$ cat src/source/cpu_pkg.sv
package cpu_pkg;

	// ~~~~~~~~~~~~~~~~~~~~~~~~~~~~~~~~~~~~~~~~~~~~~~~~~
	// Sizes
	// ~~~~~~~~~~~~~~~~~~~~~~~~~~~~~~~~~~~~~~~~~~~~~~~~~
	localparam int WORD_W     = 32;
	localparam int NUM_REGS   = 8;
	localparam int ADDR_W     = 8;
	localparam int IMEM_DEPTH = 256;
	localparam int DMEM_DEPTH = 256;

	typedef logic [WORD_W-1:0] word_t;
	typedef logic [2:0]        reg_idx_t;
	typedef logic [ADDR_W-1:0] addr_t;  // Addresses both memories.

	// ~~~~~~~~~~~~~~~~~~~~~~~~~~~~~~~~~~~~~~~~~~~~~~~~~
	// Instruction format
	// ~~~~~~~~~~~~~~~~~~~~~~~~~~~~~~~~~~~~~~~~~~~~~~~~~
	typedef enum logic [3:0] {
		OP_ADD, OP_SUB, OP_AND, OP_OR, OP_XOR, OP_SHL, OP_SHR, OP_ADDI,
		OP_LOAD, OP_STORE, OP_BR, OP_JAL, OP_HALT  // Codes 13 to 15 also halt.
	} opcode_e;

	typedef enum logic [2:0] {
		COND_ALWAYS, COND_EQ, COND_NE, COND_NEG,
		COND_POS, COND_CARRY, COND_OVFL, COND_NEVER
	} cond_e;

	typedef struct packed {
		opcode_e            opcode;  // Bits 31 to 28.
		reg_idx_t           rd;
		reg_idx_t           ra;
		reg_idx_t           rb;
		cond_e              cond;
		logic signed [15:0] imm;
	} instr_t;

	// ~~~~~~~~~~~~~~~~~~~~~~~~~~~~~~~~~~~~~~~~~~~~~~~~~
	// Execution
	// ~~~~~~~~~~~~~~~~~~~~~~~~~~~~~~~~~~~~~~~~~~~~~~~~~
	typedef enum logic [2:0] {
		ALU_ADD, ALU_SUB, ALU_AND, ALU_OR, ALU_XOR, ALU_SHL, ALU_SHR
	} alu_op_e;

	typedef struct packed {
		logic o;
		logic s;
		logic c;  // Carry out, or no borrow on subtract.
		logic z;
	} flags_t;

	typedef enum logic [1:0] {
		WB_ALU, WB_MEM, WB_LINK
	} wb_sel_e;

endpackage
$ cat src/source/ctrl_if.sv
interface ctrl_if;
	import cpu_pkg::*;

	alu_op_e alu_op;
	logic    use_imm;         // Second operand is the sign-extended imm.
	logic    reg_we;
	logic    flag_we;
	logic    mem_we;
	logic    pc_we;
	logic    take_branch_ok;  // Lets the condition test move the PC.
	logic    jump;
	wb_sel_e wb_sel;

	modport ctrl (
		output alu_op, use_imm,
		output reg_we, flag_we, mem_we, pc_we,
		output take_branch_ok, jump, wb_sel
	);

	modport dp (
		input alu_op, use_imm,
		input reg_we, flag_we, mem_we, pc_we,
		input take_branch_ok, jump, wb_sel
	);

endinterface

$ cat src/source/register_bank.sv
module register_bank (
	input  logic             CLK,
	input  logic             rst,
	input  cpu_pkg::reg_idx_t ra,
	input  cpu_pkg::reg_idx_t rb,
	input  cpu_pkg::reg_idx_t rd,
	input  cpu_pkg::word_t   wdata,
	ctrl_if.dp               ctrl,
	output cpu_pkg::word_t   rdata_a,
	output cpu_pkg::word_t   rdata_b
);
	import cpu_pkg::*;

	word_t regs [NUM_REGS];

	always_ff @(posedge CLK) begin
		if (rst) begin
			for (int i = 0; i < NUM_REGS; i++) begin
				regs[i] <= '0;
			end
		end else if (ctrl.reg_we && (rd != '0)) begin
			regs[rd] <= wdata;  // Writes to r0 are dropped.
		end
	end

	// Reads are combinational so DECODE sees the operands at once.
	assign rdata_a = (ra == '0) ? '0 : regs[ra];
	assign rdata_b = (rb == '0) ? '0 : regs[rb];

endmodule

$ cat src/flat_wrapper.sv
// flat-port wrapper written by rule: the top's interface ports become plain ports
module register_bank_flat import cpu_pkg::*;
  (CLK, rst, ra, rb, rd, wdata, rdata_a, rdata_b, ctrl_alu_op, ctrl_use_imm, ctrl_reg_we, ctrl_flag_we, ctrl_mem_we, ctrl_pc_we, ctrl_take_branch_ok, ctrl_jump, ctrl_wb_sel);
  ctrl_if ctrl_i ();
  input  logic CLK;
  input  logic rst;
  input  cpu_pkg::reg_idx_t ra;
  input  cpu_pkg::reg_idx_t rb;
  input  cpu_pkg::reg_idx_t rd;
  input  cpu_pkg::word_t wdata;
  output cpu_pkg::word_t rdata_a;
  output cpu_pkg::word_t rdata_b;
  input wire logic [$bits(ctrl_i.alu_op)-1:0] ctrl_alu_op;
  input wire logic [$bits(ctrl_i.use_imm)-1:0] ctrl_use_imm;
  input wire logic [$bits(ctrl_i.reg_we)-1:0] ctrl_reg_we;
  input wire logic [$bits(ctrl_i.flag_we)-1:0] ctrl_flag_we;
  input wire logic [$bits(ctrl_i.mem_we)-1:0] ctrl_mem_we;
  input wire logic [$bits(ctrl_i.pc_we)-1:0] ctrl_pc_we;
  input wire logic [$bits(ctrl_i.take_branch_ok)-1:0] ctrl_take_branch_ok;
  input wire logic [$bits(ctrl_i.jump)-1:0] ctrl_jump;
  input wire logic [$bits(ctrl_i.wb_sel)-1:0] ctrl_wb_sel;
  assign ctrl_i.alu_op = ctrl_alu_op;
  assign ctrl_i.use_imm = ctrl_use_imm;
  assign ctrl_i.reg_we = ctrl_reg_we;
  assign ctrl_i.flag_we = ctrl_flag_we;
  assign ctrl_i.mem_we = ctrl_mem_we;
  assign ctrl_i.pc_we = ctrl_pc_we;
  assign ctrl_i.take_branch_ok = ctrl_take_branch_ok;
  assign ctrl_i.jump = ctrl_jump;
  assign ctrl_i.wb_sel = ctrl_wb_sel;
  register_bank u_core (.CLK(CLK), .rst(rst), .ra(ra), .rb(rb), .rd(rd), .wdata(wdata), .ctrl(ctrl_i), .rdata_a(rdata_a), .rdata_b(rdata_b));
endmodule
$ cat config.mk
export PLATFORM = sky130hd
export DESIGN_NAME = register_bank_flat
export DESIGN_NICKNAME = d
export VERILOG_FILES = /design/src/source/cpu_pkg.sv /design/src/source/ctrl_if.sv /design/src/source/register_bank.sv /design/src/flat_wrapper.sv
export SDC_FILE = /design/constraint.sdc
export NUM_CORES = 1
export LEC_CHECK = 0
export ABC_AREA = 0
export BUFFER_PORTS_ARGS = -buffer_cell sky130_fd_sc_hd__buf_2
export CORE_UTILIZATION = 55
export DETAILED_ROUTE_END_ITERATION = 12
export PLACE_DENSITY = 0.79
export SLEW_MARGIN = 20
export SYNTH_ARGS = -nofsm -noshare
export SYNTH_HDL_FRONTEND = slang
export SYNTH_SLANG_ARGS = --single-unit
$ cat constraint.sdc
create_clock -name CLK -period 2.65 [get_ports CLK]
set_clock_uncertainty 0.2 [all_clocks]
set_input_delay 0.53 -clock CLK [delete_from_list [all_inputs] [get_ports CLK]]
set_output_delay 0.53 -clock CLK [all_outputs]
set_load 0.1 [all_outputs]
==> metrics, run 1 <==
clk buf depth 3; crit path launch type input port; Fin. Hold Viols 0; CP dominant cell by count buf_12; period utilisation layout 102%; Max-cap violations 0; part of the Yosys area used for sequential elements 56.0%; Final nets 1127; run status complete, but fails checks; largest net degree at the start of global routing 33; Largest register FFs 224; GRT Overall Usage 32.1%; dpl ws -0.161 ns; crit path buf inv count 4; crit path DAT 1.98 ns; maximum VDD drop 717 µV; Top Registers u_core.regs x224; Slew @ Worst Pin 1.11 ns; Die Wd 150 µm; drt pass-1 iters 5; Slowest-stage cell, CP a221oi_1; area of the die 22400 µm²; Mapped Area 12000 µm²; violated checks negative setup slack; routed vias 8978; H-tree levels 1; Worst Hold End u_core.regs[7][1]; Die Span Y 150 µm; Top reg by flops u_core.regs; initial DRC count 877; register area 6730 µm²; Rel. slew slack 26.0%; post-route ant nets 0; Post-Route WL 37800 µm; hold depth 2; Static Leak 0.00649 µW; CORE AREA 21200 µm²; min-delay src wdata[1]; Min Clock Period, post-route 2.71 ns; initial core utilization 56.6%; share of cells above drive strength 1 44.6%; port buffer count 107; crit end category output port; worst setup margin -0.0624 ns; Num CTS Buffers 23; Placer Congestion 0.825; Detail Placement HPWL 21600 µm; I/O pin count 119; CP required 1.92 ns; area added between synthesis and finish 41.9%; Worst-path clk slew 0.06 ns; CP Max Fanout 8; Pins Over Slew Limit 0; setup TNS -0.178 ns; power density over cell area 610 nW/µm²; worst-path cell chain buf_8 -> buf_12 -> mux2_2 -> a221oi_1 -> buf_4 -> a221oi_4 -> buf_12; Via density 6.56; CP top delay family buffers and inverters; CTS hold repair buffers 0; clk sink count 224; TritonCTS clock tree done; Synth cell types 26; Root Driver clkbuf_16; final routed DRC violation total 0; RSZ-0062 raised after global routing true; Yosys warnings 0; first-pass GRT wire length 53600 µm; per-cell routed wire length 27.6 µm; Post-Syn Instances 878; FMAX 0.369 GHz; syn nets 933; #FFs+latches synth 224; vias in the first global route 9300; worst hold path class input port to flip-flop; Final Non-Filler Cells 1368; standard-cell rows 53; CP peak stage delay 0.34 ns; number of fill cells 1075; initial antenna violation count 3; grt total ovfl 0; multi-input logic area 6260 µm²; Final setup viols 10; dpl cells 1310; Avg Cell Area, Syn 13.7 µm²; Setup CP Type input port to output port
-- metrics by stage --
step	hold slack, ns	area (µm²)	power [µW]	util (%)
final	0.160	17000	10400	80.3
after detailed placement	0.684	15700	7150	74.1
after global placement	0.671	15700	7080	74.1
after global routing	0.171	17000	10600	80.3
after CTS	0.159	16600	10300	78.3
after floorplan	0.528	13500	6150	-
-- synth_stat cells --
cell	count	area, µm²
mux2_2	60	676
a31oi_1	1	6.26
nand2b_1	1	6.26
buf_2	11	55.1
and2b_1	1	7.51
nand3b_4	1	20.0
or3b_4	1	11.3
mux2_1	4	45.0
nor3_2	1	10.0
or2_2	7	43.8
a221oi_1	126	1100
and2_1	222	1390
inv_1	1	3.75
mux2i_1	128	1280
buf_6	29	327
nor2_4	4	45.0
or2b_2	1	8.76
clkbuf_1	39	146
buf_4	2	15.0
a22o_1	1	8.76
a21oi_1	1	5.00
nand2_1	2	7.51
and2_2	4	30.0
nor2_1	2	7.51
edfxtp_1	224	6730
nor2b_1	4	25.0
-- placed cells by master, fill, tap and decap left out, types with 2 or more instances in the layout --
master,synthesis,layout
nor2b_4,0,3
mux2i_1,128,125
clkbuf_16,0,26
a221oi_2,0,47
nor2_4,4,4
mux2_4,0,5
a221oi_4,0,65
clkbuf_1,39,3
buf_8,0,3
or2_2,7,7
mux2_1,4,3
nor2_2,0,2
and2_4,0,2
nand2_1,2,2
mux2i_2,0,2
edfxtp_1,224,224
a221oi_1,126,14
clkinv_2,0,5
buf_4,2,111
and2_2,4,4
bufinv_16,0,2
diode_2,0,4
clkinv_1,0,7
buf_6,29,3
buf_2,11,40
mux2_2,60,56
and2_1,222,220
buf_12,0,88
-- metal layers --
metal	up-vias	part of all wire [%]	global-route usage (%)
li1	3816	-	-
met3	101	7.9	6.68
met1	4514	38	39.5
met5	-	0	0
met4	0	3.1	12.3
met2	547	51	55.5
-- kinds of logic (layout without fill, tap and decap cells) --
logic type             after synthesis  after routing  share of synthesized area, %
and+or+nand+nor                    251            251                          13.4
DFF                                224            224                          56.0
muxes                              192            192                          16.7
AOI/OAI and AO/OA                  129            129                          9.36
buffers and inverters               82            293                          4.55
other                                0              4                             0
-- repair_timing --
| action | CTS | global route |
|---|---|---|
| buffers inserted | 3 | 5 |
| resized for setup | 24 | 54 |
| pin swaps | 1 | 4 |
| cloned | 1 | 3 |
| endpoints found under the setup margin | 48 | 52 |
-- worst max-delay path by stage --
stage / to / depth (start not counted) / slack [ns] / startpoint
2_1_floorplan: rdata_a[10] / 5 / -0.14 / ra[0]
3_3_place_gp: rdata_b[13] / 7 / -0.14 / rb[0]
3_5_place_dp: rdata_b[13] / 7 / -0.16 / rb[0]
4_1_cts: rdata_b[16] / 7 / 0.0002 / rb[0]
5_1_grt: rdata_a[0] / 5 / -0.1 / u_core.regs[3][0]
6_report: rdata_a[6] / 7 / -0.06 / ra[0]
-- where the power goes --
part | switching, µW | total [µW] | leakage, µW | internal [µW]
Clock | 1350 | 3130 | 0.000350 | 1780
Sequential | 145 | 4280 | 0.00215 | 4130
Combinational | 1830 | 2990 | 0.00400 | 1160
Total | 3320 | 10400 | 0.00649 | 7080
-- area by class of cell --
| type | count | area share (%) |
|---|---|---|
| flip-flops and latches | 224 | 39.5 |
| multi-input cells | 572 | 36.7 |
| repair buffers | 250 | 17.5 |
| clock buffers | 26 | 3.44 |
| well taps | 275 | 2.02 |
| clock inverters | 16 | 0.749 |
| diodes | 4 | 0.0587 |
| inverters | 1 | 0.0220 |
No activity file was read; power rests on OpenSTA's default activity.
==> inputs of run 2 (changes only) <==
--- a/config.mk
+++ b/config.mk
@@ -12,2 +12,3 @@
 export PLACE_DENSITY = 0.79
+export RECOVER_POWER = 100
 export SLEW_MARGIN = 20
==> constraint.sdc (replaced) <==
create_clock -name CLK -period 2.65 [get_ports CLK]
set_clock_uncertainty 0.2 [all_clocks]
set_input_delay 0.265 -clock CLK [delete_from_list [all_inputs] [get_ports CLK]]
set_output_delay 0.265 -clock CLK [all_outputs]
set_load 0.1 [all_outputs]
==> run 2 against run 1 <==
  * The run ends with max-capacitance violations, max-slew violations left
  * Fmax grew 7.3%
  * Flip-flop and latch count did not move
  * First-iteration DRC count fell by 13%
  * Final cell count down 4.8%
  * Global-route usage is 3.3 points lower
  * Clock power about the same
  * Setup slack better by 0.18 ns
  * Utilization fell by 11 points
  * Sequential power barely moved
  * Non-clock buffer count decreased by 62
==> metrics, run 2 (synthesis gave the netlist of run 1 again) <==
Routed met1 length 12500 µm; Top reg by flops u_core.regs; FMAX 0.395 GHz; Placer Congestion 0.747; share of cells above drive strength 1 31.2%; CP peak stage delay 0.51 ns; most common cell after layout, fill and taps aside edfxtp_1; Die Wd 150 µm; standard-cell rows 53; CORE AREA 21200 µm²; Worst-path clk slew 0.06 ns; Detail Placement HPWL 19100 µm; violated checks max-capacitance violations, max-slew violations; crit path buf inv count 3; Rel. slew slack -8.96%; RSZ-0062 raised after global routing false; H-tree levels 1; register area 6730 µm²; first-pass GRT wire length 48200 µm; largest net degree at the start of global routing 33; Die Span Y 150 µm; met2 WL 16300 µm; power density over cell area 655 nW/µm²; maximum VDD drop 547 µV; grt total ovfl 0; clk buf depth 3; Fin. Hold Viols 0; CP top delay family buffers and inverters; Min Clock Period, post-route 2.53 ns; initial DRC count 760; vias in the first global route 8715; final routed DRC violation total 0; met3 wire length 2240 µm; Final setup viols 0; port buffer count 107; antenna cells 0; initial core utilization 56.6%; Slew @ Worst Pin 1.63 ns; drt pass-1 iters 5; Static Leak 0.00547 µW; TritonCTS clock tree done; crit end category output port; GRT Overall Usage 28.8%; Post-Route WL 31800 µm; uppermost routed layer met4; area of the die 22400 µm²; Slowest-stage cell, CP clkbuf_2; Max-cap violations 2; Via density 6.33; setup TNS 0 ns; number of fill cells 1455; worst-path cell chain clkbuf_4 -> nor2b_2 -> buf_12 -> a221oi_1 -> a221oi_2 -> clkbuf_2; clk sink count 224; Setup CP Type input port to output port; per-cell routed wire length 24.4 µm; Final nets 1066; total power 9570 µW; I/O pin count 119; Pins Over Slew Limit 66; initial antenna violation count 0; crit path DAT 2.06 ns; period utilisation layout 95.4%; run status complete, but fails checks; Root Driver clkbuf_16; CP required 2.18 ns; Num CTS Buffers 24; most frequent cells in the layout edfxtp_1, mux2i_1, and2_1; area added between synthesis and finish 21.7%; routed vias 8247; post-route ant nets 0; CP Max Fanout 21; multi-input logic area 5160 µm²; worst hold path class input port to flip-flop; Largest register FFs 224; Top Registers u_core.regs x224; crit path launch type input port
## run 2: changes by cell type in the layout (fill, tap and decap cells not counted), sizes merged
cell	delta
inv	-1
clkbuf	+51
clkinv	-1
diode	-4
dlygate4sd3	+32
buf	-141
bufinv	-1
## run 2: worst paths after layout
path                           endpoint  cells after the start     start
worst max-delay path        rdata_b[20]                      6     rb[0]
worst min-delay path  u_core.regs[6][2]                      3  wdata[2]
## run 2: final cells by class
class | instances | area share, %
sequential | 224 | 46.0
multi-input combinational | 572 | 35.3
timing repair buffer | 188 | 11.3
clock buffer | 30 | 4.41
tap | 275 | 2.35
clock inverter | 13 | 0.557
inverter | 1 | 0.0257
## run 2: where the power goes
group          internal (µW)  total [µW]  switching, µW
Sequential              4130        4250            116
Combinational            656        2200           1540
Clock                   1800        3120           1320
## run 2: per-stage QoR
stage	cell area, µm²	setup WS [ns]	instances	hold slack [ns]	util, %
after floorplan	12400	-0.235	878	0.263	-
after global placement	14300	0.267	1228	0.407	67.3
after detailed placement	14300	0.235	1228	0.414	67.3
after CTS	15300	0.229	1303	0.239	72.2
after global routing	14600	0.0793	1303	0.465	68.9
final	14600	0.121	1303	0.444	68.9
## run 2: repair_timing
| action | 4_1_cts | 5_1_grt |
|---|---|---|
| setup buffers | 0 | 0 |
| hold buffers | 32 | 0 |
| hold endpoints to repair | 224 | 0 |
| resized for setup | 0 | 0 |
## run 2: routing by layer
layer	GRT usage, %	vias up
met5	0	-
met4	9.90	0
met3	3.35	73
met2	51.2	374
met1	36.3	4127
li1	-	3673
## run 2: tightest hold or removal path, cell delays in order
cell and delay [ns]:
dlygate4sd3_1 0.52, buf_2 0.15, and2_1 0.12
