--- src/source/cpu_pkg.sv ---
package cpu_pkg;

	// ~~~~~~~~~~~~~~~~~~~~~~~~~~~~~~~~~~~~~~~~~~~~~~~~~
	// Sizes
	// ~~~~~~~~~~~~~~~~~~~~~~~~~~~~~~~~~~~~~~~~~~~~~~~~~
	localparam int WORD_W     = 32;
	localparam int NUM_REGS   = 8;
	localparam int ADDR_W     = 8;
	localparam int IMEM_DEPTH = 256;
	localparam int DMEM_DEPTH = 256;

	typedef logic [WORD_W-1:0] word_t;
	typedef logic [2:0]        reg_idx_t;
	typedef logic [ADDR_W-1:0] addr_t;  // Addresses both memories.

	// ~~~~~~~~~~~~~~~~~~~~~~~~~~~~~~~~~~~~~~~~~~~~~~~~~
	// Instruction format
	// ~~~~~~~~~~~~~~~~~~~~~~~~~~~~~~~~~~~~~~~~~~~~~~~~~
	typedef enum logic [3:0] {
		OP_ADD, OP_SUB, OP_AND, OP_OR, OP_XOR, OP_SHL, OP_SHR, OP_ADDI,
		OP_LOAD, OP_STORE, OP_BR, OP_JAL, OP_HALT  // Codes 13 to 15 also halt.
	} opcode_e;

	typedef enum logic [2:0] {
		COND_ALWAYS, COND_EQ, COND_NE, COND_NEG,
		COND_POS, COND_CARRY, COND_OVFL, COND_NEVER
	} cond_e;

	typedef struct packed {
		opcode_e            opcode;  // Bits 31 to 28.
		reg_idx_t           rd;
		reg_idx_t           ra;
		reg_idx_t           rb;
		cond_e              cond;
		logic signed [15:0] imm;
	} instr_t;

	// ~~~~~~~~~~~~~~~~~~~~~~~~~~~~~~~~~~~~~~~~~~~~~~~~~
	// Execution
	// ~~~~~~~~~~~~~~~~~~~~~~~~~~~~~~~~~~~~~~~~~~~~~~~~~
	typedef enum logic [2:0] {
		ALU_ADD, ALU_SUB, ALU_AND, ALU_OR, ALU_XOR, ALU_SHL, ALU_SHR
	} alu_op_e;

	typedef struct packed {
		logic o;
		logic s;
		logic c;  // Carry out, or no borrow on subtract.
		logic z;
	} flags_t;

	typedef enum logic [1:0] {
		WB_ALU, WB_MEM, WB_LINK
	} wb_sel_e;

endpackage
--- src/source/ctrl_if.sv ---
interface ctrl_if;
	import cpu_pkg::*;

	alu_op_e alu_op;
	logic    use_imm;         // Second operand is the sign-extended imm.
	logic    reg_we;
	logic    flag_we;
	logic    mem_we;
	logic    pc_we;
	logic    take_branch_ok;  // Lets the condition test move the PC.
	logic    jump;
	wb_sel_e wb_sel;

	modport ctrl (
		output alu_op, use_imm,
		output reg_we, flag_we, mem_we, pc_we,
		output take_branch_ok, jump, wb_sel
	);

	modport dp (
		input alu_op, use_imm,
		input reg_we, flag_we, mem_we, pc_we,
		input take_branch_ok, jump, wb_sel
	);

endinterface

--- src/source/branch_condition.sv ---
module branch_condition (
	input  logic            CLK,
	input  logic            rst,
	input  cpu_pkg::flags_t alu_flags,
	input  cpu_pkg::cond_e  cond,
	ctrl_if.dp              ctrl,
	output cpu_pkg::flags_t flags,
	output logic            branch_taken
);
	import cpu_pkg::*;

	logic cond_ok;

	always_ff @(posedge CLK) begin
		if (rst)
			flags <= '0;
		else if (ctrl.flag_we)
			flags <= alu_flags;
	end

	always_comb begin
		unique case (cond)
			COND_ALWAYS: cond_ok = 1'b1;
			COND_EQ:     cond_ok = flags.z;
			COND_NE:     cond_ok = !flags.z;
			COND_NEG:    cond_ok = flags.s;
			COND_POS:    cond_ok = !flags.s;
			COND_CARRY:  cond_ok = flags.c;
			COND_OVFL:   cond_ok = flags.o;
			default:     cond_ok = 1'b0;  // NEVER.
		endcase
	end

	assign branch_taken = ctrl.take_branch_ok && cond_ok;

	assert property (@(posedge CLK) disable iff (rst)
		!ctrl.flag_we |=> $stable(flags));

endmodule

--- src/flat_wrapper.sv ---
// flat-port wrapper written by rule: the top's interface ports become plain ports
module branch_condition_flat import cpu_pkg::*;
  (CLK, rst, alu_flags, cond, flags, branch_taken, ctrl_alu_op, ctrl_use_imm, ctrl_reg_we, ctrl_flag_we, ctrl_mem_we, ctrl_pc_we, ctrl_take_branch_ok, ctrl_jump, ctrl_wb_sel);
  ctrl_if ctrl_i ();
  input  logic CLK;
  input  logic rst;
  input  cpu_pkg::flags_t alu_flags;
  input  cpu_pkg::cond_e cond;
  output cpu_pkg::flags_t flags;
  output logic branch_taken;
  input wire logic [$bits(ctrl_i.alu_op)-1:0] ctrl_alu_op;
  input wire logic [$bits(ctrl_i.use_imm)-1:0] ctrl_use_imm;
  input wire logic [$bits(ctrl_i.reg_we)-1:0] ctrl_reg_we;
  input wire logic [$bits(ctrl_i.flag_we)-1:0] ctrl_flag_we;
  input wire logic [$bits(ctrl_i.mem_we)-1:0] ctrl_mem_we;
  input wire logic [$bits(ctrl_i.pc_we)-1:0] ctrl_pc_we;
  input wire logic [$bits(ctrl_i.take_branch_ok)-1:0] ctrl_take_branch_ok;
  input wire logic [$bits(ctrl_i.jump)-1:0] ctrl_jump;
  input wire logic [$bits(ctrl_i.wb_sel)-1:0] ctrl_wb_sel;
  assign ctrl_i.alu_op = ctrl_alu_op;
  assign ctrl_i.use_imm = ctrl_use_imm;
  assign ctrl_i.reg_we = ctrl_reg_we;
  assign ctrl_i.flag_we = ctrl_flag_we;
  assign ctrl_i.mem_we = ctrl_mem_we;
  assign ctrl_i.pc_we = ctrl_pc_we;
  assign ctrl_i.take_branch_ok = ctrl_take_branch_ok;
  assign ctrl_i.jump = ctrl_jump;
  assign ctrl_i.wb_sel = ctrl_wb_sel;
  branch_condition u_core (.CLK(CLK), .rst(rst), .alu_flags(alu_flags), .cond(cond), .ctrl(ctrl_i), .flags(flags), .branch_taken(branch_taken));
endmodule
--- config.mk ---
export PLATFORM = sky130hd
export DESIGN_NAME = branch_condition_flat
export DESIGN_NICKNAME = d
export VERILOG_FILES = /design/src/source/cpu_pkg.sv /design/src/source/ctrl_if.sv /design/src/source/branch_condition.sv /design/src/flat_wrapper.sv
export SDC_FILE = /design/constraint.sdc
export NUM_CORES = 1
export LEC_CHECK = 0
export BUFFER_PORTS_ARGS = -buffer_cell sky130_fd_sc_hd__buf_2
export CORE_AREA = 3 3 40 42
export DETAILED_ROUTE_END_ITERATION = 10
export DIE_AREA = 0 0 43 45
export PLACE_DENSITY = 0.5
export SLEW_MARGIN = 10
export SYNTH_ARGS = -nofsm -noshare
export SYNTH_HDL_FRONTEND = slang
export SYNTH_SLANG_ARGS = --single-unit
--- constraint.sdc ---
create_clock -name CLK -period 2.5 [get_ports CLK]
set_input_delay 0 -clock CLK [delete_from_list [all_inputs] [get_ports CLK]]
set_output_delay 0 -clock CLK [all_outputs]
set_load 0.01 [all_outputs]
==> impl_metrics.tcl, run 1 <==
set metrics [dict create \
    hpwl_um 415 \
    cts-buffers-inserted 3 \
    outcome "finished clean" \
    synth-main-ff-cell "dfxtp_1" \
    yosysSeqAreaShare 0.400 \
    antenna_found_initial 0 \
    ys_top_cells_by_area "dfxtp_1, mux2i_1, nand2_1, nor2_1, o221a_2" \
    wl_um 545 \
    post-route-util 0.258 \
    largest-register "u_core.flags" \
    synthArstFlopShare 0 \
    fmax_mhz 801 \
    worst_pin_slew_ns 0.132 \
    crit_required_ns 2.50 \
    drv_slew 0 \
    combPwrFrac 0.181 \
    ir_drop_uv 193 \
    synth_edf_count 0 \
    max_cap_violations 0 \
    p_sw_uw 41.9 \
    start_util 0.156 \
    gp_congestion 0.587 \
    die_y_um 45 \
    swShare 0.230 \
    max_stage_delay_ns 0.34 \
    intPower_uw 140 \
    yosysTopAreaCellShare 0.400 \
    drive_gt1_frac 0.452 \
    ys_warn_count 0 \
    grt_pass1_vias 203 \
    syn_to_final_growth_pct 65.6 \
    cts_setup_buffers 0 \
    rows 13 \
    relSlewSlack 0.909 \
    min-delay-path-class "in2reg" \
    grt_pass1_wl_um 841 \
    layout_top_registers "u_core.flags: 4 flops" \
    synth_cell_types 11 \
    cpMaxStageDelayCell "dfxtp_1" \
    yosys_register_bits 4 \
    portBuffers 15 \
    post-route-period-util 0.499 \
    fin_cells 57 \
    clockBufferDepth 2 \
    core-area_sq_mm 0.00128 \
    wl_per_cell_um 9.56 \
    htree_levels 1 \
    vias 234 \
    die-width_um 43 \
    synth_commonest_cells "dfxtp_1, mux2i_1, nand2_1, nor2_1" \
    grt_max_degree 6 \
    clock-root-buffer "clkbuf_4" \
    cp-start-kind "flop" \
    dpl_cell_area_sq_um 289 \
    grt_overflow 0 \
    layout.nets 65 \
    leakage_nw 0.172 \
    grt_usage 0.0641 \
    largest_reg_flops 4 \
    fillers 150 \
    path_clk_slew_ns 0.04 \
    dr.pass1.iters 3 \
    synth_nets 44 \
    rsz0062_at_grt "false" \
    setup_viol 0 \
    critical_path.max_fanout 5 \
    boundaryPins 26 \
    die-area_sq_mm 0.00194 \
    hold_viol_final 0 \
    viasPerCell 4.11 \
    antenna_left 0 \
    place_inst 52 \
    clock_latency_ns 0.23 \
    final_area_sq_um 332 \
    p_seq_frac 0.393 \
    synth_top_cell_by_area "dfxtp_1" \
    critPathBufInv 1 \
    cts_resized 0 \
    crit_type "reg2out" \
    crit_family "flip-flops" \
    drt_iter0_drc 1 \
    netlist_area_sq_um 200 \
    drc 0 \
    cts_sinks 4 \
    path_cells "or2_1 > a21oi_1 > o221a_2 > buf_2" \
    avgSynthCellArea_sq_um 8.70 \
    cts_tree "done" \
    synthCells 23 \
    min_period_ns 1.25 \
    insertedDiodeCount 0 \
    powerDensity_mw_per_mm2 549 \
    setup_tns_ns 0 \
    end_kind "output pin" \
    hold_slack_ns 0.0108 \
    skew_ns 0 \
    power_frac_clock 0.426 \
    worstPathArrival_ns 1.25 \
]
path summary, 6_finish.rpt:
path	start	endpoint	slack [ns]	cells after the start
worst max-delay path	u_core.flags[2]	branch_taken	1.25	4
worst min-delay path	alu_flags[3]	u_core.flags[3]	0.01	3
worst max register to register	u_core.flags[1]	u_core.flags[1]	1.35	3
worst min register to register	u_core.flags[3]	u_core.flags[3]	0.52	2
routing by layer:
metal	GRT usage	part of all wire	wire, um
met5	0	0	0
met4	0.0904	0	0
met3	0.0199	0.14	78
met2	0.0838	0.48	262
met1	0.0697	0.37	204
cell type report:
| cell class | instances | area [sq um] | area share |
|---|---|---|---|
| flip-flops and latches | 4 | 80.1 | 0.242 |
| clock buffers | 3 | 22.5 | 0.0679 |
| well taps | 15 | 18.8 | 0.0566 |
| multi-input cells | 18 | 115 | 0.347 |
| repair buffers | 17 | 95.1 | 0.287 |
tightest hold or removal path, stage by stage:
cell and delay (ns):
buf_2 0.08, mux2i_1 0.06, nor2_1 0.07
cell usage in the layout (no fill, tap or decap):
| cell type | n |
|---|---|
| dfxtp_1 | 4 |
| or2_1 | 1 |
| nor2_1 | 4 |
| o221a_2 | 1 |
| dlygate4sd3_1 | 2 |
| a21oi_1 | 1 |
| nand3b_1 | 1 |
| nand2_1 | 4 |
| mux2i_1 | 4 |
| buf_2 | 15 |
| nor2b_1 | 1 |
| a32oi_1 | 1 |
| clkbuf_4 | 3 |
power by group through the flow:
stage          clock [mW]  sequential (mW)  combinational [mW]
3_5_place_dp            0           0.0724              0.0311
2_1_floorplan           0           0.0737              0.0138
3_3_place_gp            0           0.0724              0.0306
6_report           0.0776           0.0715              0.0330
4_1_cts            0.0833           0.0715              0.0336
5_1_grt            0.0891           0.0721              0.0363
timing repair:
action,CTS,global route
endpoints found under the setup margin,0,0
hold buffers,2,0
hold endpoints to repair,4,0
kinds of logic (layout without fill, tap and decap cells):
| logic type | count (synthesis) | after routing | synth area share |
|---|---|---|---|
| buf+inv | 1 | 20 | 0.0250 |
| flops | 4 | 4 | 0.400 |
| simple gates | 11 | 11 | 0.250 |
| mux | 4 | 4 | 0.200 |
| compound gates | 3 | 3 | 0.125 |
through the flow:
| step | power, mW | setup slack [ns] |
|---|---|---|
| 6_report | 0.182 | 1.25 |
| 5_1_grt | 0.197 | 1.17 |
| 4_1_cts | 0.188 | 1.23 |
| 3_5_place_dp | 0.104 | 1.48 |
| 3_3_place_gp | 0.103 | 1.49 |
| 2_1_floorplan | 0.0876 | 1.58 |
No activity file was read; power rests on OpenSTA's default activity.
==> run 2: changes to the inputs <==
- ABC_AREA: not set -> 1
- PLACE_DENSITY: 0.5 -> 0.51
- clock period: 2.5 -> 1.2 ns (I/O delays scaled with it)
==> impl_metrics.tcl, run 2 <==
set metrics [dict create \
    crit_family "simple AND/OR/NAND/NOR gates" \
    fmax_mhz 915 \
    max_stage_delay_ns 0.32 \
    cpMaxStageDelayCell "dfxtp_2" \
    dr.pass1.iters 2 \
    worst_pin_slew_ns 0.173 \
    setup_viol 0 \
    synth_top_cell_by_area "dfxtp_1" \
    largest-register "u_core.flags" \
    yosys_register_bits 4 \
    die_y_um 45 \
    hold_viol_final 0 \
    wl_um 568 \
    synthCells 33 \
    htree_levels 1 \
    insertedDiodeCount 0 \
    skew_ns 0 \
    critPathBufInv 1 \
    finalPower_uw 389 \
    synth_cell_types 8 \
    relSlewSlack 0.885 \
    path_cells "or2_0 > nand3_1 > nand2_1 > nor2_1 > buf_2" \
    min_period_ns 1.09 \
    die-width_um 43 \
    leakage_nw 0.185 \
    synth_nets 54 \
    path_clk_slew_ns 0.04 \
    place_inst 63 \
    drt_iter0_drc 3 \
    crit_type "reg2out" \
    start_util 0.161 \
    gp_congestion 0.640 \
    viasPerCell 3.96 \
    drive_gt1_frac 0.453 \
    grt_max_degree 7 \
    cts-buffers-inserted 3 \
    drv_slew 0 \
    final_common_cell "buf_2" \
    ys_top_cells_by_area "dfxtp_1, nand2_1, nor2_1, inv_1, a21oi_1" \
    fin_cells 68 \
    end_kind "output pin" \
    final_area_sq_um 344 \
    synth_most_common_cell "nand2_1" \
    rows 13 \
    cts_tree "done" \
    die-area_sq_mm 0.00194 \
    vias 269 \
    core-area_sq_mm 0.00128 \
    pre_cts_slack_ns 0.327 \
    ys_warn_count 0 \
    outcome "finished clean" \
    largest_reg_flops 4 \
    synth-main-ff-cell "dfxtp_1" \
    grt_usage 0.0675 \
    fillers 151 \
    boundaryPins 26 \
    worstPathArrival_ns 1.09 \
    layout_top_registers "u_core.flags: 4 flops" \
    post-route-period-util 0.911 \
    rsz0062_at_grt "true" \
    dpl_cell_area_sq_um 300 \
    avgSynthCellArea_sq_um 6.26 \
    clockBufferDepth 2 \
    ir_drop_uv 397 \
    antenna_found_initial 0 \
    cts_sinks 4 \
    clock-root-buffer "clkbuf_4" \
    setup_ws_ns 0.107 \
    layout.nets 76 \
    grt_pass1_wl_um 945 \
    drc 0 \
    clock_latency_ns 0.23 \
    yosysTopAreaCellShare 0.388 \
    max_cap_violations 0 \
    mostFrequentLayoutCells "buf_2, nand2_1, nor2_1" \
    min-delay-path-class "in2reg" \
    synth_edf_count 0 \
    critical_path.max_fanout 4 \
    post-route-util 0.268 \
    grt_pass1_vias 237 \
    powerDensity_mw_per_mm2 1130 \
    antenna_left 0 \
    syn_to_final_growth_pct 66.7 \
    crit_required_ns 1.20 \
    portBuffers 15 \
    wl_per_cell_um 8.35 \
    synth_commonest_cells "nand2_1, nor2_1, inv_1" \
    cp-start-kind "flop" \
    grt_overflow 0 \
    yosysSeqAreaShare 0.388 \
    synthArstFlopShare 0 \
    hpwl_um 432 \
    netlist_area_sq_um 206 \
]
run 2: report_power, final:
part	internal, mW	leakage (nW)	switching (mW)
Combinational	0.0373	0.137	0.0374
Clock	0.112	0.0138	0.0531
Sequential	0.144	0.0341	0.00600
Total	0.293	0.185	0.0966
run 2: what timing repair did:
item | in CTS | in global routing
setup endpoints to repair | 0 | 1
endpoints found under the hold margin | 4 | 0
buffers inserted | 0 | 1
hold buffers | 1 | 0
resized for setup | 0 | 5
run 2: kinds of logic after synthesis:
group | Yosys count | synth area share
AO/OA/AOI/OAI | 5 | 0.145
buffers and inverters | 5 | 0.0909
AND/OR/NAND/NOR | 19 | 0.376
flip-flops | 4 | 0.388
run 2: final timing paths:
check / from / end / slack [ns] / depth (start not counted)
worst max register to register: u_core.flags[1] / u_core.flags[1] / 0.47 / 3
worst min register to register: u_core.flags[3] / u_core.flags[3] / 0.46 / 2
worst max-delay path: u_core.flags[0] / branch_taken / 0.11 / 5
worst min-delay path: alu_flags[0] / u_core.flags[0] / 0.02 / 3
run 2: metal layers:
metal	up-vias	GRT usage	routed length [um]
li1	145	-	-
met1	111	0.0894	244
met2	13	0.0778	246
met3	0	0.0239	77
met4	0	0.0723	0
met5	-	0	0
run 2: cell type report:
cell class,instances,area (sq um),area share
Inverter,5,18.8,0.0545
Timing Repair Buffer,17,92.6,0.269
Multi-Input combinational cell,24,108,0.313
Clock buffer,3,22.5,0.0655
Tap cell,15,18.8,0.0545
Sequential cell,4,83.8,0.244
run 2: metrics by stage:
step / TNS, ns / hold slack, ns
after detailed placement: 0 / 0.222
after CTS: 0 / 0.0171
after global placement: 0 / 0.218
final: 0 / 0.0180
after floorplan: 0 / 0.0691
after global routing: -0.0236 / 0.0380
run 2: worst min-delay path, stage by stage:
cell and delay (ns):
buf_2 0.09, nand2_1 0.06, a21oi_1 0.05
