[src/source/cpu_pkg.sv]
package cpu_pkg;

	// ~~~~~~~~~~~~~~~~~~~~~~~~~~~~~~~~~~~~~~~~~~~~~~~~~
	// Sizes
	// ~~~~~~~~~~~~~~~~~~~~~~~~~~~~~~~~~~~~~~~~~~~~~~~~~
	localparam int WORD_W     = 32;
	localparam int NUM_REGS   = 8;
	localparam int ADDR_W     = 8;
	localparam int IMEM_DEPTH = 256;
	localparam int DMEM_DEPTH = 256;

	typedef logic [WORD_W-1:0] word_t;
	typedef logic [2:0]        reg_idx_t;
	typedef logic [ADDR_W-1:0] addr_t;  // Addresses both memories.

	// ~~~~~~~~~~~~~~~~~~~~~~~~~~~~~~~~~~~~~~~~~~~~~~~~~
	// Instruction format
	// ~~~~~~~~~~~~~~~~~~~~~~~~~~~~~~~~~~~~~~~~~~~~~~~~~
	typedef enum logic [3:0] {
		OP_ADD, OP_SUB, OP_AND, OP_OR, OP_XOR, OP_SHL, OP_SHR, OP_ADDI,
		OP_LOAD, OP_STORE, OP_BR, OP_JAL, OP_HALT  // Codes 13 to 15 also halt.
	} opcode_e;

	typedef enum logic [2:0] {
		COND_ALWAYS, COND_EQ, COND_NE, COND_NEG,
		COND_POS, COND_CARRY, COND_OVFL, COND_NEVER
	} cond_e;

	typedef struct packed {
		opcode_e            opcode;  // Bits 31 to 28.
		reg_idx_t           rd;
		reg_idx_t           ra;
		reg_idx_t           rb;
		cond_e              cond;
		logic signed [15:0] imm;
	} instr_t;

	// ~~~~~~~~~~~~~~~~~~~~~~~~~~~~~~~~~~~~~~~~~~~~~~~~~
	// Execution
	// ~~~~~~~~~~~~~~~~~~~~~~~~~~~~~~~~~~~~~~~~~~~~~~~~~
	typedef enum logic [2:0] {
		ALU_ADD, ALU_SUB, ALU_AND, ALU_OR, ALU_XOR, ALU_SHL, ALU_SHR
	} alu_op_e;

	typedef struct packed {
		logic o;
		logic s;
		logic c;  // Carry out, or no borrow on subtract.
		logic z;
	} flags_t;

	typedef enum logic [1:0] {
		WB_ALU, WB_MEM, WB_LINK
	} wb_sel_e;

endpackage
[src/source/ctrl_if.sv]
interface ctrl_if;
	import cpu_pkg::*;

	alu_op_e alu_op;
	logic    use_imm;         // Second operand is the sign-extended imm.
	logic    reg_we;
	logic    flag_we;
	logic    mem_we;
	logic    pc_we;
	logic    take_branch_ok;  // Lets the condition test move the PC.
	logic    jump;
	wb_sel_e wb_sel;

	modport ctrl (
		output alu_op, use_imm,
		output reg_we, flag_we, mem_we, pc_we,
		output take_branch_ok, jump, wb_sel
	);

	modport dp (
		input alu_op, use_imm,
		input reg_we, flag_we, mem_we, pc_we,
		input take_branch_ok, jump, wb_sel
	);

endinterface

[src/source/control_unit.sv]
module control_unit (
	input  logic            CLK,
	input  logic            rst,
	input  logic            start,
	input  cpu_pkg::instr_t instr,
	output logic            busy,
	output logic            halted,
	ctrl_if.ctrl            ctrl
);
	import cpu_pkg::*;

	typedef enum logic [2:0] {
		S_IDLE, S_FETCH, S_DECODE, S_EXECUTE, S_WRITEBACK, S_HALTED
	} state_e;

	state_e  state;
	state_e  state_next;
	logic    wr_reg;
	logic    wr_flags;
	logic    is_store;
	logic    is_branch;
	logic    is_halt;

	// ~~~~~~~~~~~~~~~~~~~~~~~~~~~~~~~~~~~~~~~~~~~~~~~~~
	// Sequencer
	// ~~~~~~~~~~~~~~~~~~~~~~~~~~~~~~~~~~~~~~~~~~~~~~~~~
	always_comb begin
		state_next = state;
		unique case (state)
			S_IDLE:      if (start) state_next = S_FETCH;
			S_FETCH:     state_next = S_DECODE;
			S_DECODE:    state_next = S_EXECUTE;
			S_EXECUTE:   state_next = S_WRITEBACK;
			S_WRITEBACK: state_next = is_halt ? S_HALTED : S_FETCH;
			default:     state_next = S_HALTED;  // Only reset leaves here.
		endcase
	end

	always_ff @(posedge CLK) begin
		if (rst)
			state <= S_IDLE;
		else
			state <= state_next;
	end

	assign busy   = (state != S_IDLE) && (state != S_HALTED);
	assign halted = (state == S_HALTED);

	// ~~~~~~~~~~~~~~~~~~~~~~~~~~~~~~~~~~~~~~~~~~~~~~~~~
	// Decoder
	// ~~~~~~~~~~~~~~~~~~~~~~~~~~~~~~~~~~~~~~~~~~~~~~~~~
	always_comb begin
		ctrl.alu_op  = ALU_ADD;  // Loads and stores add ra and imm.
		ctrl.use_imm = 1'b0;
		ctrl.wb_sel  = WB_ALU;
		ctrl.jump    = 1'b0;
		wr_reg       = 1'b0;
		wr_flags     = 1'b0;
		is_store     = 1'b0;
		is_branch    = 1'b0;
		is_halt      = 1'b0;
		case (instr.opcode)
			OP_ADD, OP_ADDI: begin
				ctrl.use_imm = (instr.opcode == OP_ADDI);
				wr_reg       = 1'b1;
				wr_flags     = 1'b1;
			end
			OP_SUB, OP_AND, OP_OR, OP_XOR, OP_SHL, OP_SHR: begin
				ctrl.alu_op = alu_op_e'(instr.opcode);  // Codes line up with the ALU ones.
				wr_reg      = 1'b1;
				wr_flags    = 1'b1;
			end
			OP_LOAD: begin
				ctrl.use_imm = 1'b1;
				ctrl.wb_sel  = WB_MEM;
				wr_reg       = 1'b1;
			end
			OP_STORE: begin
				ctrl.use_imm = 1'b1;
				is_store     = 1'b1;
			end
			OP_BR: is_branch = 1'b1;
			OP_JAL: begin
				ctrl.jump   = 1'b1;
				ctrl.wb_sel = WB_LINK;
				wr_reg      = 1'b1;
			end
			default: is_halt = 1'b1;
		endcase
	end

	assign ctrl.reg_we         = (state == S_WRITEBACK) && wr_reg;
	assign ctrl.flag_we        = (state == S_WRITEBACK) && wr_flags;
	assign ctrl.pc_we          = (state == S_WRITEBACK) && !is_halt;
	assign ctrl.take_branch_ok = (state == S_WRITEBACK) && is_branch;
	assign ctrl.mem_we         = (state == S_EXECUTE) && is_store;

	// Each strobe sits at a fixed distance from the FETCH of its instruction.
	assert property (@(posedge CLK) disable iff (rst)
		(ctrl.reg_we || ctrl.pc_we) |-> $past(state, 3) == S_FETCH);
	assert property (@(posedge CLK) disable iff (rst)
		ctrl.mem_we |-> $past(state, 2) == S_FETCH);
	assert property (@(posedge CLK) disable iff (rst)
		state == S_HALTED |=> state == S_HALTED);

endmodule

[src/flat_wrapper.sv]
// flat-port wrapper written by rule: the top's interface ports become plain ports
module control_unit_flat import cpu_pkg::*;
  (CLK, rst, start, instr, busy, halted, ctrl_alu_op, ctrl_use_imm, ctrl_reg_we, ctrl_flag_we, ctrl_mem_we, ctrl_pc_we, ctrl_take_branch_ok, ctrl_jump, ctrl_wb_sel);
  ctrl_if ctrl_i ();
  input  logic CLK;
  input  logic rst;
  input  logic start;
  input  cpu_pkg::instr_t instr;
  output logic busy;
  output logic halted;
  output wire logic [$bits(ctrl_i.alu_op)-1:0] ctrl_alu_op;
  output wire logic [$bits(ctrl_i.use_imm)-1:0] ctrl_use_imm;
  output wire logic [$bits(ctrl_i.reg_we)-1:0] ctrl_reg_we;
  output wire logic [$bits(ctrl_i.flag_we)-1:0] ctrl_flag_we;
  output wire logic [$bits(ctrl_i.mem_we)-1:0] ctrl_mem_we;
  output wire logic [$bits(ctrl_i.pc_we)-1:0] ctrl_pc_we;
  output wire logic [$bits(ctrl_i.take_branch_ok)-1:0] ctrl_take_branch_ok;
  output wire logic [$bits(ctrl_i.jump)-1:0] ctrl_jump;
  output wire logic [$bits(ctrl_i.wb_sel)-1:0] ctrl_wb_sel;
  assign ctrl_alu_op = ctrl_i.alu_op;
  assign ctrl_use_imm = ctrl_i.use_imm;
  assign ctrl_reg_we = ctrl_i.reg_we;
  assign ctrl_flag_we = ctrl_i.flag_we;
  assign ctrl_mem_we = ctrl_i.mem_we;
  assign ctrl_pc_we = ctrl_i.pc_we;
  assign ctrl_take_branch_ok = ctrl_i.take_branch_ok;
  assign ctrl_jump = ctrl_i.jump;
  assign ctrl_wb_sel = ctrl_i.wb_sel;
  control_unit u_core (.CLK(CLK), .rst(rst), .start(start), .instr(instr), .busy(busy), .halted(halted), .ctrl(ctrl_i));
endmodule
[config.mk]
export PLATFORM = sky130hd
export DESIGN_NAME = control_unit_flat
export DESIGN_NICKNAME = d
export VERILOG_FILES = /design/src/source/cpu_pkg.sv /design/src/source/ctrl_if.sv /design/src/source/control_unit.sv /design/src/flat_wrapper.sv
export SDC_FILE = /design/constraint.sdc
export NUM_CORES = 1
export LEC_CHECK = 0
export BUFFER_PORTS_ARGS = -buffer_cell sky130_fd_sc_hd__buf_2
export CAP_MARGIN = 20
export CORE_AREA = 8 8 45 47
export DETAILED_ROUTE_END_ITERATION = 6
export DIE_AREA = 0 0 53 55
export HOLD_SLACK_MARGIN = 0.02
export PLACE_DENSITY = 0.78
export REMOVE_ABC_BUFFERS = 1
export SETUP_SLACK_MARGIN = 0.1
export SYNTH_ARGS = -nofsm -noshare
export SYNTH_HDL_FRONTEND = slang
export SYNTH_SLANG_ARGS = --single-unit
[constraint.sdc]
create_clock -name CLK -period 3.5 [get_ports CLK]
set_clock_uncertainty 0.1 [all_clocks]
set_input_delay 0.35 -clock CLK [delete_from_list [all_inputs] [get_ports CLK]]
set_output_delay 0.35 -clock CLK [all_outputs]
set_load 0.005 [all_outputs]
==> results of run 1 <==
==> stage by stage <==
| stage | hold slack (ns) | total power, W | instance area, um2 |
|---|---|---|---|
| 4_1_cts | 0.210 | 0.000135 | 410 |
| 3_5_place_dp | 0.448 | 0.0000750 | 384 |
| 2_1_floorplan | 0.319 | 0.0000589 | 264 |
| 6_report | 0.215 | 0.000134 | 410 |
| 5_1_grt | 0.217 | 0.000143 | 410 |
| 3_3_place_gp | 0.439 | 0.0000742 | 384 |
==> layout make-up <==
cell class | instances | area [um2]
clock buffer | 4 | 26.3
multi-input combinational | 28 | 193
inverter | 3 | 11.3
tap | 16 | 20.0
timing repair buffer | 20 | 100
fill | 155 | 973
sequential | 3 | 60.1
==> logic make-up after synthesis <==
group,share of synthesized area
DFF,0.201
and+or+nand+nor,0.343
buffers and inverters,0.155
AOI/OAI and AO/OA,0.213
xor gates and xnor gates,0.0879
==> layer usage <==
layer / track usage / vias up
li1: - / 173
met1: 0.0454 / 159
met2: 0.121 / 7
met3: 0.0160 / 0
met4: 0.0129 / 0
met5: 0 / -
==> cells in the final DEF, fill, tap and decap left out, types with 2 or more instances in the layout <==
| master | count |
|---|---|
| buf_2 | 20 |
| a211oi_1 | 4 |
| nand2b_1 | 3 |
| nor2_1 | 3 |
| inv_1 | 3 |
| a21oi_1 | 3 |
| clkbuf_4 | 3 |
| dfxtp_1 | 3 |
| nand2_1 | 2 |
| or3b_1 | 2 |
| nor4_2 | 2 |
| xnor2_1 | 2 |
==> power by group <==
| part | internal [W] | leakage, nW | switching (W) | total [W] |
|---|---|---|---|---|
| combinational | 0.0000156 | 0.155 | 0.0000151 | 0.0000307 |
| sequential | 0.0000375 | 0.0246 | 0.00000589 | 0.0000433 |
| clock | 0.0000427 | 0.0150 | 0.0000172 | 0.0000598 |
| total | 0.0000958 | 0.195 | 0.0000381 | 0.000134 |
==> worst max path at each step <==
stage                                     end                    startpoint  slack, ns  depth (start not counted)
final                             ctrl_reg_we  u_core.state[0]$_SDFFE_PP0P_       1.63                          3
after global placement            ctrl_mem_we                     instr[31]       1.77                          4
after CTS                         ctrl_reg_we  u_core.state[0]$_SDFFE_PP0P_       1.64                          3
after detailed placement          ctrl_mem_we                     instr[31]       1.75                          4
after floorplan                   ctrl_reg_we  u_core.state[0]$_SDFFE_PP0P_       2.05                          2
after global routing      ctrl_take_branch_ok  u_core.state[2]$_SDFFE_PP0P_       1.57                          3
==> out/results.tsv, run 1 <==
metric	value	unit
status	complete, no violations	
stdcell_count	74	
slew_violations	0	
ys_warn_count	0	
end_kind	primary output	
vias	339	
regMostFlops	u_core.state	
tightest_slew	0.258	ns
synth.top_cell.area_share	0.201	
antenna_found_initial	0	
cts_buffers	3	
cp-start-kind	flop	
drt_pass1_iterations	2	
clk_pin_slew	0.04	ns
synth.most_common_cell	a211oi_1	
largest_reg_flops	3	
viasPerCell	4.58	
fp.coreArea	1380	um2
hpwl	678	um
wl_met3	66	um
fin_util	0.297	
pre_cts_slack	1.75	ns
async_flop_share	0	
cts_root_buffer	clkbuf_4	
cts_resized	0	
finalSetupTns	0	ns
hold_path_class	in2reg	
tritoncts	yes	
r2r-start	u_core.state[0]$_SDFFE_PP0P_	
hold_viol_final	0	
portBuffers	20	
yosys_most_used_dff	dfxtp_1	
power_density	326	nW/um2
path_cells	or4b_1 -> o22ai_1 -> buf_2	
num_io_pins	49	
hold_buffers	0	
clk_latency	0.23	ns
reg2reg_depth	2	
grtUsageTotal	0.0551	
fp.dieW	53	um
synth_area_leaders	dfxtp_1, a211oi_1, nor4_2, nand2b_1, or3b_1	
drtAntennaViolNets	0	
dp.cells	70	
nets	94	
grt_setup_unrepaired	no	
grt_pass1_vias	309	
setup_viol	0	
clock-sinks	3	
maxCapViolCount	0	
fin_ws	1.63	ns
top_layer	met3	
crit_family	simple AND/OR/NAND/NOR gates	
area_delta_synth_final	37.2	%
cts_setup_buffers	0	
dr_wl_met2	512	um
initial_core_util	0.216	
hold_depth	2	
hold_start	rst	
htreeDepth	1	
place_congestion	0.634	
fmax	0.535	GHz
routed_wl	831	um
synthCells	39	
avgSynthCellArea	7.67	um2
placementRows	14	
cp.arrival	1.42	ns
grt_max_degree	10	
cp_max_fo	8	
synth.distinct_cells	21	
synth-edff-count	0	
period_needed	1.87	ns
crit_buf_inv	1	
die_height	55	um
period_share	0.534	
top_regs	u_core.state x3	
drc	0	
met1_length	253	um
relSlewSlack	0.827	
netlist_area	299	um2
cpPeakStageDelay	0.55	ns
grt_overflow_total	0	
hold_end	u_core.state[0]$_SDFFE_PP0P_	
regToRegEndpoint	u_core.state[2]$_SDFFE_PP0P_	
p_leak	0.195	nW
synth_top_area_cell	dfxtp_1	
wl_per_cell	11.2	um
die-area	2920	um2
irDropWorstVdd	0.0844	mV
ys_seq_area_frac	0.201	
cp_slowest_cell	or4b_1	
drt_iter0_drc	7	
critPathRequiredTime	3.05	ns
critPathKind	reg2out	
cts_buffer_depth	2	
synth_seq_cells	3	
r2r_slack	2.44	ns
grt_first_pass_wirelength	1290	um
layout-drive-gt1-share	0.431	
antenna_cells	0	
No activity file was read; power rests on OpenSTA's default activity.
==> run 2: changes to the inputs <==
ABC_AREA = 1   (was unset)
PLACE_DENSITY = 0.77   (was 0.78)
clock period = 1.8 ns   (was 3.5 ns; I/O delays follow)
==> run 2 against run 1 <==
  * First-iteration DRC count increased by 43%
  * Sequential cell count unchanged
  * Total power increased by 110%
  * Combinational power grew to 2.6 times the previous value
  * Highest routed layer is now met4
  * Hold slack worse by 0.10 ns
  * Synthesized cell count is 18% higher
  * Via count is 12% higher
  * Cell count increased by 16%
  * Clock-buffer cell count unchanged
==> out/results.tsv, run 2 <==
metric	value	unit
fillCellCount	152	
grt_pass1_vias	356	
regMostFlops	u_core.state	
top_regs	u_core.state x3	
pre_cts_slack	0.629	ns
grt_max_degree	8	
cts_resized	0	
vias	379	
regArea	60.1	um2
hpwl	700	um
die-area	2920	um2
antenna_found_initial	0	
place_congestion	0.785	
cp-start-kind	flop	
tritoncts	yes	
grt_setup_unrepaired	no	
layout-drive-gt1-share	0.443	
routed_wl	864	um
startpoint	u_core.state[0]$_SDFFE_PP0P_	
drt_iter0_drc	10	
fin_ws	0.368	ns
antenna_cells	0	
critPathKind	reg2out	
cts_buffer_depth	2	
portBuffers	20	
die_height	55	um
grt_first_pass_wirelength	1440	um
htreeDepth	1	
async_flop_share	0	
yosys_most_used_dff	dfxtp_1	
cp_max_fo	5	
cts_buffers	3	
tightest_slew	0.199	ns
p_leak	0.245	nW
period_needed	1.43	ns
synth_common_cells	nand2_1, nor2_1, inv_1	
cts_setup_buffers	0	
synthCells	46	
fmax	0.698	GHz
multi_input_comb_area	180	um2
fp.dieW	53	um
hold_viol_final	0	
power_density	665	nW/um2
slew_violations	0	
critPathRequiredTime	1.52	ns
viasPerCell	4.41	
drtAntennaViolNets	0	
grtUsageTotal	0.0671	
status	complete, no violations	
hold_start	start	
netlist_area	282	um2
drc	0	
synth-edff-count	0	
area_delta_synth_final	52.9	%
cts_root_buffer	clkbuf_4	
layout.cells.most_common_list	buf_2, nand2_1, nor2_1	
synth_seq_cells	3	
clock-sinks	3	
wl_per_cell	10.0	um
relSlewSlack	0.867	
nets	106	
largest_reg_flops	3	
drt_pass1_iterations	4	
cp.arrival	1.15	ns
end_kind	primary output	
irDropWorstVdd	0.358	mV
maxCapViolCount	0	
layout_commonest_cell	buf_2	
placementRows	14	
finalSetupTns	0	ns
hold_path_class	in2reg	
hold_buffers	1	
ys_warn_count	0	
post_dp_cell_area	394	um2
ys_seq_area_frac	0.213	
synth_area_leaders	dfxtp_1, nand2_1, nor2_1, inv_1, nor3_2	
initial_core_util	0.203	
period_share	0.796	
setup_viol	0	
num_io_pins	49	
synth_top_area_cell	dfxtp_1	
synth.distinct_cells	17	
grt_overflow_total	0	
r2r-start	u_core.state[0]$_SDFFE_PP0P_	
clk_pin_slew	0.03	ns
synth.top_cell.area_share	0.213	
design_area	430	um2
clk_latency	0.24	ns
avgSynthCellArea	6.12	um2
fp.coreArea	1380	um2
-- run 2: path summary, 6_finish.rpt --
| kind | depth (start not counted) | end | slack, ns |
|---|---|---|---|
| max | 4 | ctrl_reg_we | 0.37 |
| min | 3 | u_core.state[0]$_SDFFE_PP0P_ | 0.12 |
| max reg2reg | 4 | u_core.state[2]$_SDFFE_PP0P_ | 0.79 |
| min reg2reg | 2 | u_core.state[0]$_SDFFE_PP0P_ | 0.44 |
-- run 2: cell families after synthesis --
kind of cell | synth area share
simple gates | 0.444
buf+inv | 0.147
flops | 0.213
compound gates | 0.196
-- run 2: critical path, cell delays in order, from the launching register on --
cell and delay [ns]:
dfxtp_1 0.32, nor2_2 0.17, nand2_1 0.14, a21oi_1 0.15
buf_2 0.13
-- run 2: cell type report --
class	count	share of cell area
inverter	9	0.0785
timing repair buffer	21	0.256
sequential	3	0.140
multi-input combinational	33	0.419
clock buffer	4	0.0610
tap	16	0.0465
-- run 2: where the power goes --
part	leakage (nW)	internal (W)	switching (W)	total, W
combinational	0.206	0.0000336	0.0000466	0.0000802
sequential	0.0247	0.0000746	0.00000731	0.0000819
clock	0.0150	0.0000835	0.0000408	0.000124
total	0.245	0.000192	0.0000947	0.000286
-- run 2: through the flow --
stage          utilization  instances  power [W]  hold WS (ns)
3_5_place_dp         0.285         81   0.000162         0.268
2_1_floorplan            -         45   0.000128         0.152
6_report             0.311         86   0.000286         0.116
4_1_cts              0.311         86   0.000293         0.116
5_1_grt              0.311         86   0.000309         0.151
3_3_place_gp         0.285         81   0.000160         0.271
-- run 2: per-layer routing --
layer / part of all wire / track usage / vias up
li1: - / - / 194
met1: 0.40 / 0.0635 / 160
met2: 0.46 / 0.107 / 23
met3: 0.12 / 0.0294 / 2
met4: 0.024 / 0.0647 / 0
met5: 0 / 0 / -
